File: config.mk
export PLATFORM = sky130hd
export DESIGN_NAME = sdram_ctrl_top
export DESIGN_NICKNAME = d
export VERILOG_FILES = /design/src/source/sdram_pkg.sv /design/src/source/refresh_timer.sv /design/src/source/page_tracker.sv /design/src/source/cmd_timer.sv /design/src/source/cmd_scheduler.sv /design/src/source/sdram_ctrl_top.sv
export VERILOG_INCLUDE_DIRS = /design/src /design/src/source
export SDC_FILE = /design/constraint.sdc
export NUM_CORES = 1
export LEC_CHECK = 0
export ABC_AREA = 1
export BUFFER_PORTS_ARGS = -buffer_cell sky130_fd_sc_hd__buf_2
export CORE_AREA = 2 2 82 84
export CTS_BUF_LIST = sky130_fd_sc_hd__clkbuf_8
export DETAILED_ROUTE_END_ITERATION = 12
export DIE_AREA = 0 0 84 86
export PLACE_DENSITY = 0.86
export SYNTH_ARGS = -nofsm -noshare
export SYNTH_HDL_FRONTEND = slang
export SYNTH_SLANG_ARGS = --single-unit
File: constraint.sdc
create_clock -name CLK -period 4.3 [get_ports CLK]
set_clock_uncertainty 0.2 [all_clocks]
set_input_delay 0.215 -clock CLK [delete_from_list [all_inputs] [get_ports CLK]]
set_output_delay 0.215 -clock CLK [all_outputs]
set_load 0.005 [all_outputs]
File: src/source/sdram_params.svh
`ifndef SDRAM_PARAMS_SVH
`define SDRAM_PARAMS_SVH

`default_nettype none

// request address split: row [25:14], bank [13:12], column [11:0]
`define SDRAM_ADDR_W 26
`define SDRAM_ROW_W 12
`define SDRAM_BANK_W 2
`define SDRAM_COL_W 12

`define SDRAM_BUS_W 13         // device address bus
`define SDRAM_ADDR_IDLE 13'h0400  // A10 set, precharge all

// minimum spacing in clocks from a command to the next one
`define SDRAM_T_ACTV 3
`define SDRAM_T_RW 3
`define SDRAM_T_PRCH 3
`define SDRAM_T_REF 10
`define SDRAM_T_RAS 6          // ACTV to PRCH

`define SDRAM_REFRESH_PERIOD 200  // short period for simulation
`define SDRAM_TIMER_W 8

`default_nettype wire

`endif

File: src/source/sdram_pkg.sv
`default_nettype none

package sdram_pkg;

  // command encodings as seen on the {ras_n, cas_n, we_n} pins
  typedef enum logic [2:0] {
    MRST = 3'b000,  // mode register set
    ARSR = 3'b001,  // auto refresh
    PRCH = 3'b010,  // precharge, row close
    ACTV = 3'b011,  // activate, row open
    WRTE = 3'b100,
    READ = 3'b101,
    BTRM = 3'b110,  // burst terminate
    NOOP = 3'b111
  } sdram_cmd_e;

endpackage

`default_nettype wire

File: src/source/refresh_timer.sv
`timescale 1ns/1ns
`include "sdram_params.svh"
`default_nettype none

module refresh_timer (
  input  logic CLK,
  input  logic RST,
  input  logic refresh_ack,
  output logic refresh_due
);

  localparam logic [`SDRAM_TIMER_W-1:0] period_load = `SDRAM_REFRESH_PERIOD - 1;

  logic [`SDRAM_TIMER_W-1:0] count;

  always_ff @(posedge CLK)
  begin
    if (!RST)
    begin
      count       <= period_load;
      refresh_due <= 1'b0;
    end
    else
    begin
      if (count == '0)
      begin
        count       <= period_load;  // reload at the due point, no drift
        refresh_due <= 1'b1;         // a new due point beats a late ack
      end
      else
      begin
        count <= count - 1'b1;
        if (refresh_ack)
          refresh_due <= 1'b0;
      end
    end
  end

endmodule

`default_nettype wire

File: src/source/page_tracker.sv
`timescale 1ns/1ns
`include "sdram_params.svh"
`default_nettype none

module page_tracker (
  input  logic                     CLK,
  input  logic                     RST,
  input  logic                     cmd_issue,
  input  sdram_pkg::sdram_cmd_e    cmd,
  input  logic [`SDRAM_ADDR_W-1:0] act_addr,
  input  logic                     rand_req,
  input  logic [`SDRAM_ADDR_W-1:0] rand_addr,
  input  logic                     bulk_req,
  input  logic [`SDRAM_ADDR_W-1:0] bulk_addr,
  output logic                     page_open,
  output logic                     hit_rand,
  output logic                     hit_bulk
);

  logic [`SDRAM_ROW_W-1:0]  open_row;
  logic [`SDRAM_BANK_W-1:0] open_bank;
  logic [`SDRAM_ROW_W-1:0]  rand_row;
  logic [`SDRAM_BANK_W-1:0] rand_bank;
  logic [`SDRAM_ROW_W-1:0]  bulk_row;
  logic [`SDRAM_BANK_W-1:0] bulk_bank;

  assign rand_row  = rand_addr[`SDRAM_ADDR_W-1 -: `SDRAM_ROW_W];
  assign rand_bank = rand_addr[`SDRAM_COL_W +: `SDRAM_BANK_W];
  assign bulk_row  = bulk_addr[`SDRAM_ADDR_W-1 -: `SDRAM_ROW_W];
  assign bulk_bank = bulk_addr[`SDRAM_COL_W +: `SDRAM_BANK_W];

  // Only ACTV or ARSR can be issued while no page is open. Capturing on
  // ARSR is harmless since page_open stays low until an ACTV is on the bus.
  always_ff @(posedge CLK)
  begin
    if (cmd_issue && !page_open)
    begin
      open_row  <= act_addr[`SDRAM_ADDR_W-1 -: `SDRAM_ROW_W];
      open_bank <= act_addr[`SDRAM_COL_W +: `SDRAM_BANK_W];
    end
  end

  // cmd is the registered bus, so the page flag follows one cycle later
  always_ff @(posedge CLK)
  begin
    if (!RST)
      page_open <= 1'b0;
    else if (cmd == sdram_pkg::ACTV)
      page_open <= 1'b1;
    else if (cmd == sdram_pkg::PRCH)
      page_open <= 1'b0;
  end

  assign hit_rand = rand_req && page_open &&
                    (rand_row == open_row) && (rand_bank == open_bank);
  assign hit_bulk = bulk_req && page_open &&
                    (bulk_row == open_row) && (bulk_bank == open_bank);

endmodule

`default_nettype wire

File: src/source/cmd_timer.sv
`timescale 1ns/1ns
`include "sdram_params.svh"
`default_nettype none

module cmd_timer (
  input  logic                  CLK,
  input  logic                  RST,
  input  logic                  cmd_issue,
  input  sdram_pkg::sdram_cmd_e cmd,
  output logic                  cmd_ready,
  output logic                  ras_done
);

  // loads are two short, one cycle for the decision and one for the bus
  localparam logic [`SDRAM_TIMER_W-1:0] spc_actv = `SDRAM_T_ACTV - 2;
  localparam logic [`SDRAM_TIMER_W-1:0] spc_rw   = `SDRAM_T_RW - 2;
  localparam logic [`SDRAM_TIMER_W-1:0] spc_prch = `SDRAM_T_PRCH - 2;
  localparam logic [`SDRAM_TIMER_W-1:0] spc_ref  = `SDRAM_T_REF - 2;
  localparam logic [`SDRAM_TIMER_W-1:0] spc_ras  = `SDRAM_T_RAS - 2;

  logic                      issue_hold;  // command in flight to the bus
  logic [`SDRAM_TIMER_W-1:0] spc_cnt;
  logic [`SDRAM_TIMER_W-1:0] ras_cnt;
  logic [`SDRAM_TIMER_W-1:0] spc_load;

  always_comb
  begin
    case (cmd)
      sdram_pkg::ACTV:                  spc_load = spc_actv;
      sdram_pkg::READ, sdram_pkg::WRTE: spc_load = spc_rw;
      sdram_pkg::PRCH:                  spc_load = spc_prch;
      sdram_pkg::ARSR:                  spc_load = spc_ref;
      default:                          spc_load = '0;
    endcase
  end

  always_ff @(posedge CLK)
  begin
    if (!RST)
    begin
      issue_hold <= 1'b0;
      spc_cnt    <= '0;
      ras_cnt    <= '0;
    end
    else
    begin
      issue_hold <= cmd_issue;
      if (cmd != sdram_pkg::NOOP)
        spc_cnt <= spc_load;  // command now on the bus
      else if (spc_cnt != '0)
        spc_cnt <= spc_cnt - 1'b1;
      if (cmd == sdram_pkg::ACTV)
        ras_cnt <= spc_ras;
      else if (ras_cnt != '0)
        ras_cnt <= ras_cnt - 1'b1;
    end
  end

  assign cmd_ready = !issue_hold && (spc_cnt == '0);
  assign ras_done  = (ras_cnt == '0) && (cmd != sdram_pkg::ACTV);

endmodule

`default_nettype wire

File: src/source/cmd_scheduler.sv
`timescale 1ns/1ns
`include "sdram_params.svh"
`default_nettype none

module cmd_scheduler (
  input  logic                     CLK,
  input  logic                     RST,
  input  logic [`SDRAM_ADDR_W-1:0] rand_addr,
  input  logic                     rand_we,
  input  logic                     rand_req,
  output logic                     rand_grant,
  input  logic [`SDRAM_ADDR_W-1:0] bulk_addr,
  input  logic                     bulk_we,
  input  logic                     bulk_req,
  output logic                     bulk_grant,
  input  logic                     refresh_due,
  output logic                     refresh_ack,
  input  logic                     page_open,
  input  logic                     hit_rand,
  input  logic                     hit_bulk,
  input  logic                     cmd_ready,
  input  logic                     ras_done,
  output logic                     cmd_issue,
  output logic [`SDRAM_ADDR_W-1:0] act_addr,
  output sdram_pkg::sdram_cmd_e    cmd,
  output logic [`SDRAM_BUS_W-1:0]  addr,
  output logic [`SDRAM_BANK_W-1:0] bank
);

  sdram_pkg::sdram_cmd_e    nxt_cmd;
  logic                     use_bulk;
  logic                     any_req;
  logic                     any_hit;
  logic                     sel_we;
  logic                     is_access;
  logic [`SDRAM_ROW_W-1:0]  act_row;
  logic [`SDRAM_BANK_W-1:0] act_bank;
  logic [`SDRAM_COL_W-1:0]  act_col;

  assign any_req = rand_req || bulk_req;
  assign any_hit = hit_rand || hit_bulk;

  // bulk wins, except that a random hit goes ahead of a bulk miss
  assign use_bulk = hit_bulk || (!hit_rand && bulk_req);
  assign act_addr = use_bulk ? bulk_addr : rand_addr;
  assign sel_we   = use_bulk ? bulk_we : rand_we;

  assign act_row  = act_addr[`SDRAM_ADDR_W-1 -: `SDRAM_ROW_W];
  assign act_bank = act_addr[`SDRAM_COL_W +: `SDRAM_BANK_W];
  assign act_col  = act_addr[`SDRAM_COL_W-1:0];

  always_comb
  begin
    nxt_cmd = sdram_pkg::NOOP;
    if (cmd_ready)
    begin
      if (refresh_due)
      begin
        if (!page_open)
          nxt_cmd = sdram_pkg::ARSR;
        else if (ras_done)
          nxt_cmd = sdram_pkg::PRCH;  // close the page before refresh
      end
      else if (any_hit)
      begin
        nxt_cmd = sel_we ? sdram_pkg::WRTE : sdram_pkg::READ;
      end
      else if (any_req)
      begin
        if (!page_open)
          nxt_cmd = sdram_pkg::ACTV;
        else if (ras_done)
          nxt_cmd = sdram_pkg::PRCH;  // page miss
      end
    end
  end

  assign cmd_issue = (nxt_cmd != sdram_pkg::NOOP);
  assign is_access = (nxt_cmd == sdram_pkg::READ) || (nxt_cmd == sdram_pkg::WRTE);

  always_ff @(posedge CLK)
  begin
    if (!RST)
    begin
      cmd         <= sdram_pkg::NOOP;
      addr        <= `SDRAM_ADDR_IDLE;
      bank        <= '0;
      rand_grant  <= 1'b0;
      bulk_grant  <= 1'b0;
      refresh_ack <= 1'b0;
    end
    else
    begin
      cmd         <= nxt_cmd;
      rand_grant  <= is_access && !use_bulk;  // same edge as READ/WRTE
      bulk_grant  <= is_access && use_bulk;
      refresh_ack <= (nxt_cmd == sdram_pkg::ARSR);
      case (nxt_cmd)
        sdram_pkg::ACTV:
        begin
          addr <= {{(`SDRAM_BUS_W - `SDRAM_ROW_W){1'b0}}, act_row};
          bank <= act_bank;
        end
        sdram_pkg::READ, sdram_pkg::WRTE:
        begin
          addr <= {act_col, 1'b0};  // column in [12:1]
          bank <= act_bank;
        end
        default:
        begin
          addr <= `SDRAM_ADDR_IDLE;  // bank keeps its value
        end
      endcase
    end
  end

endmodule

`default_nettype wire

File: src/source/sdram_ctrl_top.sv
`timescale 1ns/1ns
`include "sdram_params.svh"
`default_nettype none

module sdram_ctrl_top (
  input  logic                     CLK,
  input  logic                     RST,
  input  logic [`SDRAM_ADDR_W-1:0] rand_addr,
  input  logic                     rand_we,
  input  logic                     rand_req,
  output logic                     rand_grant,
  input  logic [`SDRAM_ADDR_W-1:0] bulk_addr,
  input  logic                     bulk_we,
  input  logic                     bulk_req,
  output logic                     bulk_grant,
  output sdram_pkg::sdram_cmd_e    cmd,
  output logic [`SDRAM_BUS_W-1:0]  addr,
  output logic [`SDRAM_BANK_W-1:0] bank
);

  logic                     refresh_due;
  logic                     refresh_ack;
  logic                     page_open;
  logic                     hit_rand;
  logic                     hit_bulk;
  logic                     cmd_ready;
  logic                     ras_done;
  logic                     cmd_issue;
  logic [`SDRAM_ADDR_W-1:0] act_addr;

  refresh_timer u_refresh (
    .CLK         (CLK),
    .RST         (RST),
    .refresh_ack (refresh_ack),
    .refresh_due (refresh_due)
  );

  page_tracker u_pages (
    .CLK       (CLK),
    .RST       (RST),
    .cmd_issue (cmd_issue),
    .cmd       (cmd),  // registered bus command
    .act_addr  (act_addr),
    .rand_req  (rand_req),
    .rand_addr (rand_addr),
    .bulk_req  (bulk_req),
    .bulk_addr (bulk_addr),
    .page_open (page_open),
    .hit_rand  (hit_rand),
    .hit_bulk  (hit_bulk)
  );

  cmd_timer u_timer (
    .CLK       (CLK),
    .RST       (RST),
    .cmd_issue (cmd_issue),
    .cmd       (cmd),
    .cmd_ready (cmd_ready),
    .ras_done  (ras_done)
  );

  cmd_scheduler u_sched (
    .CLK         (CLK),
    .RST         (RST),
    .rand_addr   (rand_addr),
    .rand_we     (rand_we),
    .rand_req    (rand_req),
    .rand_grant  (rand_grant),
    .bulk_addr   (bulk_addr),
    .bulk_we     (bulk_we),
    .bulk_req    (bulk_req),
    .bulk_grant  (bulk_grant),
    .refresh_due (refresh_due),
    .refresh_ack (refresh_ack),
    .page_open   (page_open),
    .hit_rand    (hit_rand),
    .hit_bulk    (hit_bulk),
    .cmd_ready   (cmd_ready),
    .ras_done    (ras_done),
    .cmd_issue   (cmd_issue),
    .act_addr    (act_addr),
    .cmd         (cmd),
    .addr        (addr),
    .bank        (bank)
  );

endmodule

`default_nettype wire

==> metrics list, run 1 <==
- Path type of the worst min-delay path: in2reg
* Number of antenna repair diodes: 0
- Post-CTS repair changed the size of 0 cells.
- Area of the die: 0.00722 sq mm
- Fraction of layout cells with a size suffix above 1: 0.188
* Final weighted congestion in routability-driven placement: 0.933
* Clock latency on the worst-skew pair: 0.35 ns
- Number of clock sinks: 62
* Multi-input gate area: 0.00197 sq mm
- The worst-case IR drop observed on VDD is 0.356 mV.
* Antenna-violating nets left: 0
- Static Leak: 2.47 nW
- Wire length on met1: 4060 microns
* Distinct cells, synth: 37
* Leading register cell type out of synthesis: sky130_fd_sc_hd__dfxtp_1
- Sequential standard cell area: 0.00138 sq mm
* Post-DP HPWL: 7110 microns
- In the final routed layout, each cell accounts on average for 12.8 microns.
* Power density relative to cell area: 501 mW/mm^2
- The worst setup path is captured at a register.
- Compared with the post-synthesis result, the final layout area differs by 16.4%.
- Average via count per standard cell: 5.25
* Length of routed met2 wiring: 4520 microns
- Max Slew Vio Count: 0
- Including well taps, the total number of placed cells is 731.
- The filler cells instantiated in the layout total 505.
* Filler-free cell count of the finished design: 752
* Final Routed Wirelength: 9620 microns
* Worst Max-Slew Pin Slew: 0.851 ns
* Post-synth top area cell: sky130_fd_sc_hd__dfxtp_1
* Top area cells in the synthesized netlist: sky130_fd_sc_hd__dfxtp_1 25%, sky130_fd_sc_hd__nand2_1 18%, sky130_fd_sc_hd__edfxtp_1 11%
- FP Rows: 29
- Counting every net in the synthesized netlist gives 653.
- Maximum clock path buffer count: 2
* Nature of the critical path startpoint: register
- Clock tree from TritonCTS: built
- Final hold violations: 0
* Final total power: 2.24 mW
* Sequential-to-total area share from yosys stat: 0.360
* Global-route wire length before repair: 16100 microns
* Fmax: 0.305 GHz
- Across every metal layer, demand over resource in global routing totals 0.274.
- The synthesized design contains 62 register bits.
* Unrepaired setup endpoints after global routing: false
* Standard cell core area: 0.00628 sq mm
- Endpoint required time on the critical path: 4.33 ns
- Of the available clock period, the critical path in the final layout requires 0.762.
* Routed length on met3: 781 microns
- Die Y: 86 microns
- Boundary Pins: 78
* Length of the first detailed-routing pass in iterations: 7
- Port Buffers: 77
- In this run the tightest slew margin relative to its limit is 0.431.
- Setup tns final: 0 ns
- In the routed design, unresolved DRC markers number 0.
* Net total in the final layout: 733
- Of all nets on the critical path, the largest fanout is 43.
* Htree depth: 3
- CTS placed an instance of sky130_fd_sc_hd__clkbuf_8 at the clock tree root.
- Clock slew at the register clock pins of the worst setup and hold paths: 0.07 ns
- Die width: 84 microns
- The share of synthesized area in the top cell type comes to 0.251.
* Top library cells by usage in the layout, fill and taps aside: 186 x sky130_fd_sc_hd__nand2_1, 97 x sky130_fd_sc_hd__nor2_1, 89 x sky130_fd_sc_hd__inv_1
* Cell Area, Synth: 0.00383 sq mm
* Total gr overflow: 0
* Synthesized instance count: 590
- The first routing iteration left 405 violations.
* Worst setup slack for register-to-register paths: 1.02 ns
* Min Clock Period, post-route: 3.28 ns
- In this run the top signal layer used is met4.
- The number of antenna violations at the first check in global routing was 0.
- Setup violations remaining at the end of the flow were counted as 0.
- Yosys mapped a number of flops with a built-in enable equal to 14.
- For this run, the share of the core covered by cells in the final layout is 0.711.
- Number of buffers created by CTS: 9
- DR vias: 3946
- Entering global routing, the biggest net connects 44 pins.
- The Yosys step of the flow raised 0 warnings.
* Critical path data arrival time: 3.30 ns
- Share of flip-flops with an asynchronous set or reset after synthesis: 0
* Run status: completed
* Synth Area per Inst: 6.50 sq um
- Number of global-route vias before repair: 3753
- The initial utilization of the core area, before any placement, comes to 0.611.
- The critical path is of the reg2reg type.
* Most common cell after layout, fill and taps aside: sky130_fd_sc_hd__nand2_1
- Max cap viols: 0
[critical path: stages (launching register included)]
cell and delay (ns):
sky130_fd_sc_hd__edfxtp_1 0.46, sky130_fd_sc_hd__nand2_1 0.16, sky130_fd_sc_hd__nand2_1 0.08, sky130_fd_sc_hd__nor2_1 0.10
sky130_fd_sc_hd__nand2_1 0.06, sky130_fd_sc_hd__nor2_1 0.09, sky130_fd_sc_hd__nand2_1 0.09, sky130_fd_sc_hd__nand2_2 0.64
sky130_fd_sc_hd__clkinv_2 0.41, sky130_fd_sc_hd__nand4_1 0.20, sky130_fd_sc_hd__a21oi_1 0.08, sky130_fd_sc_hd__dlygate4sd3_1 0.57
[logic make-up after synthesis]
family,Yosys count,share of synthesized area
AOI/OAI and AO/OA,52,0.0750
adders and majority gates,5,0.0163
xor gates and xnor gates,9,0.0206
DFF,62,0.360
buffers and inverters,115,0.127
and+or+nand+nor,347,0.401
[metrics by stage]
stage	hold slack [ns]	setup WS (ns)	cell area, sq um
final	0.00376	1.02	4470
after global routing	0.0418	0.819	4470
after CTS	0.00276	1.10	4470
after detailed placement	0.179	1.57	4220
after global placement	0.174	1.66	4220
after floorplan	0.166	1.88	3830
[repair_timing]
item / in CTS / in global routing
hold buffers: 5 / 0
setup buffers: 0 / 0
hold endpoints to repair: 6 / 0
setup endpoints to repair: 0 / 0
[metal layers]
metal | vias up | track usage
li1 | 1984 | -
met1 | 1745 | 0.350
met2 | 188 | 0.467
met3 | 29 | 0.0423
met4 | 0 | 0.114
met5 | - | 0
[report_power, final]
part           internal [mW]  leakage (nW)  switching (mW)  total (mW)
sequential             0.734         0.519          0.0964       0.830
combinational          0.310          1.84           0.579       0.888
clock                  0.270         0.104           0.250       0.520
total                   1.31          2.47           0.925        2.24
[synthesized netlist by cell type (all sizes together), types with 2 or more instances]
cell	count
a211oi	3
a21oi	22
and2	2
buf	12
clkinv	2
dfxtp	48
edfxtp	14
ha	5
inv	100
nand2	196
nand3	11
nand4	26
nor2	101
nor3	7
nor4	3
o21a	2
o21ai	24
xnor2	5
xor2	4
[state kept, by name, summed over array words and instances, names as in the netlist]
| signal | cells |
|---|---|
| u_sched.addr | 13 |
| u_refresh.count | 8 |
| u_sched.bulk_grant | 1 |
| u_pages.open_row | 12 |
| u_timer.issue_hold | 1 |
| u_timer.ras_cnt | 8 |
| u_sched.rand_grant | 1 |
| u_timer.spc_cnt | 8 |
| u_pages.open_bank | 2 |
| u_pages.page_open | 1 |
| u_sched.cmd | 3 |
| u_sched.refresh_ack | 1 |
| u_refresh.refresh_due | 1 |
| u_sched.bank | 2 |
[final cells by class]
cell class | instances | share of cell area
clock inverter | 7 | 0.0163
multi-input combinational | 413 | 0.440
sequential | 62 | 0.309
tap | 77 | 0.0216
inverter | 102 | 0.0871
timing repair buffer | 82 | 0.0975
clock buffer | 9 | 0.0277
[worst paths after layout]
kind | start | to | cells after the start
max | u_pages.open_row[1]$_DFFE_PP_ | u_sched.addr[12]$_SDFF_PN0_ | 11
min | bulk_addr[9] | u_sched.addr[10]$_SDFF_PN1_ | 5
max reg2reg | u_pages.open_row[1]$_DFFE_PP_ | u_sched.addr[12]$_SDFF_PN0_ | 11
min reg2reg | u_refresh.count[0]$_SDFF_PP1_ | u_refresh.count[0]$_SDFF_PP1_ | 1
(Power assumes the default switching activity.)
==> inputs of run 2 (changes only) <==
CORE_AREA = 2 2 89 91   (was 2 2 82 84)
DIE_AREA = 0 0 91 93   (was 0 0 84 86)
PLACE_DENSITY = 0.77   (was 0.86)
clock period = 2.78 ns   (was 4.3 ns; I/O delays follow)
==> run 2 against run 1 <==
Against the previous run: sequential power is 57% higher; die area is 17% higher; critical path depth stayed put; combinational power is 61% higher; global-route usage is 2.0 points lower; setup slack worse by 0.87 ns; largest cell class unchanged; largest power group unchanged.
==> metrics list, run 2 (synthesis results as in run 1) <==
- Setup repair after global routing left no endpoint under its margin.
* Worst vdd rail ir drop: 0.491 mV (+38%)
- The via count of the first global-routing pass was 3789 (+0.96%).
* Largest net degree at the start of global routing: 28 (-36%)
- The power per unit of standard cell area was 719 mW/mm^2 (+43%).
- The critical path starts at u_pages.page_open$_SDFFE_PN0P_.
* Filler Cells Inserted: 651 (+29%)
- The number of clock sinks seen by CTS is 62 (unchanged).
- The actual transition at the worst max-transition pin came to 0.387 ns (-0.464 ns).
- Clock tree from TritonCTS: built
- Registers with the most flip-flops: u_sched.addr x13, u_pages.open_row x12
- Standard cell core area: 0.00753 sq mm (+20%)
* Clock slew at the register clock pins of the worst setup and hold paths: 0.07 ns (about the same)
- Path type of the worst min-delay path: in2reg
- The die area was 0.00846 sq mm (+17%).
* Max cap viols: 0 (unchanged)
- Buffering stage count on the worst path with inverters included: 1 (-1)
- Hold Startpoint: rand_req
- The detailed-route wire length per cell was 12.7 microns (-0.83%).
- Initial DRC Count: 216 (-47%)
- Total gr overflow: 0 (unchanged)
- The all-layer global routing usage came to 0.254 (-0.0203).
- Net total in the final layout: 773 (+5.5%)
* Number of antenna repair diodes: 0 (unchanged)
- In this run the critical register-to-register path is launched from u_pages.page_open$_SDFFE_PN0P_.
* Nature of the critical path startpoint: register
* Port Buffers: 77 (unchanged)
- Average via count per standard cell: 4.95 (-5.6%)
- Sequential standard cell area: 0.00138 sq mm (unchanged)
* Post-layout util: 0.652 (-0.0591)
* Antenna violations before repair: 0 (unchanged)
- Critical path data arrival time: 2.70 ns (-0.60 ns)
- Number of buffers created by CTS: 9 (unchanged)
- The critical path is of the reg2reg type.
* Fraction of layout cells with a size suffix above 1: 0.183 (-0.00493)
- The number of slew-limit violations in the final report is 0 (unchanged).
* Final hold violations: 0 (unchanged)
* Dominant delay contributor by cell family on the critical path: simple AND/OR/NAND/NOR gates
- Cell at the slowest stage of the critical path: sky130_fd_sc_hd__dlygate4sd3_1
* Die width: 91 microns (+8.3%)
- The critical path goes through nand2_1 -> a21oi_1 -> nand3_1 -> nor2_1 -> nand2_1 -> nand2_1 -> nand2_8 -> o21ai_2 -> nand2_1 -> dlygate4sd3_1 -> nor2_1.
* Final weighted congestion in routability-driven placement: 0.994 (+6.6%)
- The largest buffer count on any clock path is 2 (unchanged).
- Worst setup slack for register-to-register paths: 0.16 ns (-0.87 ns)
- Multi-input gate area: 0.00198 sq mm (+0.70%)
* Most used cell, CP: sky130_fd_sc_hd__nand2_1
- The count of final setup violators came to 0 (unchanged).
- Kind of end point of the critical path: register
- The library cell used most frequently in the layout, excluding fill and tap cells, is sky130_fd_sc_hd__nand2_1.
* Endpoint required time on the critical path: 2.86 ns (-1.47 ns)
- The aggregate routed wire length was 10400 microns (+7.7%).
* Layout overhead on the synthesized area: 28.0%
* Length of the first detailed-routing pass in iterations: 5 (-2)
- The leakage power total was 2.62 nW (+6.4%).
- The final period demand of the worst path came to 2.62 ns (-0.650 ns).
* Post-DP HPWL: 7510 microns (+5.6%)
- The global-route wire length before repair came to 17100 microns (+6.3%).
- The flow ran to the end, and the final reports show no timing, DRC or antenna violations.
- Htree depth: 3 (unchanged)
- The number of vias after detailed routing was 4047 (+2.6%).
- Cell at the root of the clock tree: sky130_fd_sc_hd__clkbuf_8
* Antenna-violating nets left: 0 (unchanged)
* Critical path's largest stage delay: 0.57 ns (-0.07 ns)
- Max FFs per register: 13 (unchanged)
- The setup TNS is 0 ns (unchanged).
* Post-CTS Setup Inserts: 0 (unchanged)
* Fmax: 0.381 GHz (+25%)
- Post-Route Hold Slack: 0.0230 ns (+0.0192 ns)
- In the layout the commonest cells are 186 x sky130_fd_sc_hd__nand2_1, 97 x sky130_fd_sc_hd__nor2_1, 88 x sky130_fd_sc_hd__inv_1.
- The DRC violations left was 0 (unchanged).
- The vertical die dimension was 93 microns (+8.1%).
- Worst relative slew slack: 0.742 (+0.311)
- Ranked by flip-flop count, first place goes to u_sched.addr.
- The starting density of the core came to 0.509 (-0.101).
- Clock latency on the worst-skew pair: 0.35 ns (about the same)
- Final period utilization: 0.944 (+0.183)
- FP Rows: 32 (+10%)
- The I/O pin count was 78 (unchanged).
- Maximum fanout encountered on the critical timing path: 25 (-42%)
## run 2: cell count changes in the layout (fill, tap and decap cells not counted), sizes merged
cell and delta:
buf +3, clkbuf +1, clkinvlp +2, dlygate4sd3 +37, inv -3
## run 2: metrics by stage
| stage | cells | cell area, sq um | worst slack, ns | total power [mW] |
|---|---|---|---|---|
| global placement | 759 | 4270 | 0.261 | 2.63 |
| detailed placement | 759 | 4270 | 0.185 | 2.67 |
| CTS | 817 | 4890 | 0.0553 | 3.51 |
| finish | 817 | 4910 | 0.155 | 3.53 |
| global route | 817 | 4910 | 0.00420 | 3.80 |
| floorplan | 590 | 3830 | 0.360 | 2.35 |
## run 2: what timing repair did
item	in CTS	in global routing
endpoints found under the setup margin	0	19
hold buffers	42	0
hold endpoints to repair	32	0
gates resized for setup	0	3
## run 2: path summary, 6_finish.rpt
path,cells past startpoint,endpoint
worst max-delay path,11,u_sched.addr[0]$_SDFF_PN0_
worst min-delay path,4,u_sched.cmd[0]$_SDFF_PN1_
worst min register to register,1,u_refresh.count[0]$_SDFF_PP1_
worst max register to register,11,u_sched.addr[0]$_SDFF_PN0_
## run 2: layout make-up
cell class,instances,share of cell area
Sequential cell,62,0.281
Tap cell,102,0.0260
Multi-Input combinational cell,413,0.403
Timing Repair Buffer,122,0.169
Inverter,102,0.0800
Clock buffer,10,0.0280
Clock inverter,6,0.0125
## run 2: report_power, final
group,switching [mW],total (mW),internal [mW]
combinational,0.905,1.43,0.529
sequential,0.160,1.30,1.14
clock,0.365,0.799,0.435
## run 2: tightest hold or removal path, stage by stage
cell and delay, ns:
sky130_fd_sc_hd__buf_2 0.10, sky130_fd_sc_hd__nor2_1 0.07, sky130_fd_sc_hd__nor2_1 0.10, sky130_fd_sc_hd__o2111ai_1 0.10
## run 2: metal layers
| metal | vias to the layer above | global-route usage | wire, microns |
|---|---|---|---|
| met4 | 0 | 0.0985 | 283 |
| met5 | - | 0 | 0 |
| met2 | 132 | 0.428 | 4890 |
| li1 | 2065 | - | - |
| met1 | 1824 | 0.325 | 4640 |
| met3 | 26 | 0.0459 | 548 |
==> inputs of run 3 (changes only) <==
ABC_AREA = 0   (was 1)
CORE_AREA = 2 2 83 85   (was 2 2 89 91)
DIE_AREA = 0 0 85 87   (was 0 0 91 93)
PLACE_DENSITY = 0.76   (was 0.77)
==> run 3 against run 2 <==
Against the previous run: the run now ends with setup timing left; clock power down 15%; register-to-register slack worse by 0.18 ns; via count down 26%; critical endpoint is now u_sched.addr[9]$_SDFF_PN0_; die area down 13%; setup slack worse by 0.18 ns.
==> metrics list, run 3 <==
- The least setup slack across all paths after layout was -0.0202 ns (-0.175 ns).
* Clock tree from TritonCTS: built
- Instance count after placement with tap cells included: 466 (-39%)
- Relative to the synthesized area, the layout overhead comes to 38.5%.
* Portion of total power attributed to the clock network: 0.199 (-0.027)
- The via count of the first global-routing pass came to 3038 (-20%).
- Path type of the worst min-delay path: in2reg
* Post-DP HPWL: 5160 microns (-31%)
- The post-synth design cell area was 0.00317 sq mm (-17%).
* Final Routed Wirelength: 9560 microns (-7.8%)
- The TritonCTS buffer count is 9 (unchanged).
- Clock latency on the worst-skew pair: 0.35 ns (about the same)
- The number of DRC violations after detailed-routing iteration 0 is 259 (+20%).
- The clock input transition at the sequential cells of the worst setup and hold paths is 0.08 ns (about the same).
- The checks that failed: setup timing.
- The number of warnings reported in the yosys synthesis log came to 0 (unchanged).
* Synthesized instance count: 310 (-47%)
- Net total in the final layout: 520 (-33%)
* Post-Place Cell Area: 0.00363 sq mm (-15%)
* Filler-free cell count of the finished design: 542 (-34%)
* FP Rows: 30 (-6.3%)
- The number of nets still failing antenna checks after routing came to 0 (unchanged).
- The number of clock sinks seen by CTS came to 62 (unchanged).
- Largest net degree at the start of global routing: 20 (-29%)
* Register with the highest flop count: u_sched.addr
- DR vias: 3012 (-26%)
- Fmax: 0.357 GHz (-6.3%)
- Worst Max-Slew Pin Slew: 0.485 ns (+0.0973 ns)
- The worst hold slack after final layout is 0.0577 ns (+0.0347 ns).
- The total of buffers placed on input and output ports came to 77 (unchanged).
- The first-pass iteration count of the detailed router is 4 (-1).
- Synth Area per Inst: 10.2 sq um (+57%)
- Average via count per standard cell: 5.56 (+12%)
- The critical path data arrival time was 2.82 ns (+0.12 ns).
* Area of the die: 0.00740 sq mm (-13%)
- Most frequent cell after synthesis: sky130_fd_sc_hd__dfxtp_1
- Most common cell after layout, fill and taps aside: sky130_fd_sc_hd__buf_2
* Final total power: 3.41 mW (-3.2%)
- Kind of end point of the critical path: register
* Endpoint required time on the critical path: 2.80 ns (-0.06 ns)
- The global-route congestion overflow total was 0 (unchanged).
- Min Clock Period, post-route: 2.80 ns (+0.175 ns)
- Fraction of power spent switching nets: 0.372 (-0.0329)
- The proportion of layout cells with a drive suffix above 1 is 0.307 (+0.124).
- STA classifies the critical path startpoint as a register.
- The worst voltage drop across the vdd grid came to 0.566 mV (+15%).
* Most common library cells after synthesis: 48 x sky130_fd_sc_hd__dfxtp_1, 34 x sky130_fd_sc_hd__nor2_1, 34 x sky130_fd_sc_hd__xor2_1
- Design internal power: 2.14 mW (+2.1%)
* Global-route wire length before repair: 14700 microns (-14%)
- Final setup violating endpoints: 1 (+1)
- The flow ran to the end, but the final reports show violations.
- Registers with the most flip-flops: u_sched.addr x13, u_pages.open_row x12
* Starting utilization of the core area: 0.482 (-0.0272)
- Sequential-to-total area share from yosys stat: 0.436 (+0.0758)
- The net count after synthesis came to 373 (-43%).
- Final hold violations: 0 (unchanged)
- The number of antenna violations at the first check in global routing came to 0 (unchanged).
* Net switching power: 1.27 mW (-11%)
- The number of filler cells placed in the layout was 479 (-26%).
* Standard cell core area: 0.00657 sq mm (-13%)
- By startpoint and endpoint, the worst setup path is classified as reg2reg.
- Power density relative to cell area: 778 mW/mm^2 (+8.2%)
- Die width: 85 microns (-6.6%)
- Cell at the root of the clock tree: sky130_fd_sc_hd__clkbuf_8
- The unique cell type count in the Yosys netlist was 51 (+38%).
- The worst-case setup slack after placement came to 0.142 ns (-0.0432 ns).
* Number of DRC violations after detailed routing: 0 (unchanged)
* Number of enable flip-flop cells after synthesis: 14 (unchanged)
- The I/O pin count came to 78 (unchanged).
- The most used flip-flop cell after synthesis is sky130_fd_sc_hd__dfxtp_1.
- The antenna diode count came to 0 (unchanged).
- The leakage power total was 1.92 nW (-27%).
- In the layout the commonest cells are 77 x sky130_fd_sc_hd__buf_2, 56 x sky130_fd_sc_hd__dlygate4sd3_1, 48 x sky130_fd_sc_hd__dfxtp_1.
- Routed len/inst: 17.6 microns (+39%)
- GR Util All Layers: 0.261 (+0.00656)
- The largest buffer count on any clock path was 2 (unchanged).
- Worst relative slew slack: 0.674 (-0.0676)
* Htree depth: 3 (unchanged)
- The sequential power share is 0.399 (+0.032).
- The total of max-cap violations was 0 (unchanged).
- The number of storage elements in the synthesis netlist is 62 (unchanged).
* Final period utilization: 1.01 (+0.0631)
- Share of flip-flops with an asynchronous set or reset after synthesis: 0 (unchanged)
- Die Y: 87 microns (-6.5%)
* Relative contribution of combinational cells to total power: 0.402 (-0.004)
- The flip-flop count of the largest register, all copies and words added came to 13 (unchanged).
- The summed area of non-filler cells in the final layout was 0.00439 sq mm (-11%).
- Post-synth top area cell: sky130_fd_sc_hd__dfxtp_1
- The number of slew-limit violations in the final report was 0 (unchanged).
- The maximum net fanout on the critical path is 11 (-56%).
* Top cell type's share of synthesized area: 0.303 (+0.0527)
* Top area cells in the synthesized netlist: sky130_fd_sc_hd__dfxtp_1 30%, sky130_fd_sc_hd__edfxtp_1 13%, sky130_fd_sc_hd__xor2_1 9.4%
- Final weighted congestion in routability-driven placement: 0.815 (-18%)
run 3: cell types whose count changed in the layout (fill, tap and decap cells not counted), moves of 9 or more:
cell	delta
sky130_fd_sc_hd__a21oi_1	-19
sky130_fd_sc_hd__buf_4	+9
sky130_fd_sc_hd__dlygate4sd3_1	+14
sky130_fd_sc_hd__inv_1	-73
sky130_fd_sc_hd__inv_2	-11
sky130_fd_sc_hd__nand2_1	-163
sky130_fd_sc_hd__nand4_1	-20
sky130_fd_sc_hd__nor2_1	-63
sky130_fd_sc_hd__o21ai_1	-13
sky130_fd_sc_hd__xor2_1	+30
run 3: cell type report:
class,instances,area [sq um],area share
multi-input cells,227,1670,0.379
flip-flops and latches,62,1380,0.315
repair buffers,145,1040,0.236
inverters,12,45.0,0.0103
clock inverters,6,23.8,0.00542
clock buffers,10,138,0.0314
well taps,80,100,0.0228
run 3: cell families (layout without fill, tap and decap cells):
logic type / Yosys count / count (layout) / share of synthesized area
simple gates: 117 / 117 / 0.201
flops: 62 / 62 / 0.436
compound gates: 43 / 43 / 0.107
xor+xnor: 43 / 43 / 0.119
buf+inv: 21 / 173 / 0.0419
mux: 19 / 19 / 0.0750
fa+ha+maj: 5 / 5 / 0.0197
run 3: final timing paths:
check,startpoint,end,slack (ns),cells after the start
setup / recovery,u_pages.open_row[9]$_DFFE_PP_,u_sched.addr[9]$_SDFF_PN0_,-0.02,8
hold / removal,rand_we,u_sched.cmd[0]$_SDFF_PN1_,0.06,4
hold reg to reg,u_refresh.count[0]$_SDFF_PP1_,u_refresh.count[0]$_SDFF_PP1_,0.20,1
setup reg to reg,u_pages.open_row[9]$_DFFE_PP_,u_sched.addr[9]$_SDFF_PN0_,-0.02,8
run 3: power groups by stage:
stage          combinational, mW  clock, mW  sequential [mW]
2_1_floorplan              0.951          0             1.33
6_report                    1.37      0.680             1.36
3_3_place_gp                1.22          0             1.35
4_1_cts                     1.32      0.674             1.34
5_1_grt                     1.52      0.724             1.38
3_5_place_dp                1.25          0             1.36
run 3: worst max-delay path, stage by stage (launching register included):
cell	delay, ns
sky130_fd_sc_hd__edfxtp_1	0.44
sky130_fd_sc_hd__xor2_1	0.21
sky130_fd_sc_hd__nor4_1	0.36
sky130_fd_sc_hd__nand4_1	0.33
sky130_fd_sc_hd__nand2_1	0.30
sky130_fd_sc_hd__nor4b_2	0.08
sky130_fd_sc_hd__buf_4	0.21
sky130_fd_sc_hd__a222oi_1	0.39
sky130_fd_sc_hd__nor2_1	0.14
run 3: layer usage:
layer  vias up  track usage  wire (microns)
met5         -            0               0
met3        55       0.0758             711
li1       1374            -               -
met4         0        0.160             499
met2       169        0.445            4800
met1      1414        0.285            3550
run 3: through the flow:
stage	util	TNS, ns
after global routing	0.668	-0.0355
after global placement	0.552	0
final	0.668	-0.0202
after CTS	0.662	0
after floorplan	-	0
after detailed placement	0.552	0
run 3: what timing repair did:
item                       4_1_cts  5_1_grt
setup buffers                    0        4
setup endpoints to repair        0       13
hold buffers                    56        0
resized for setup                0        2
hold endpoints to repair        30        0
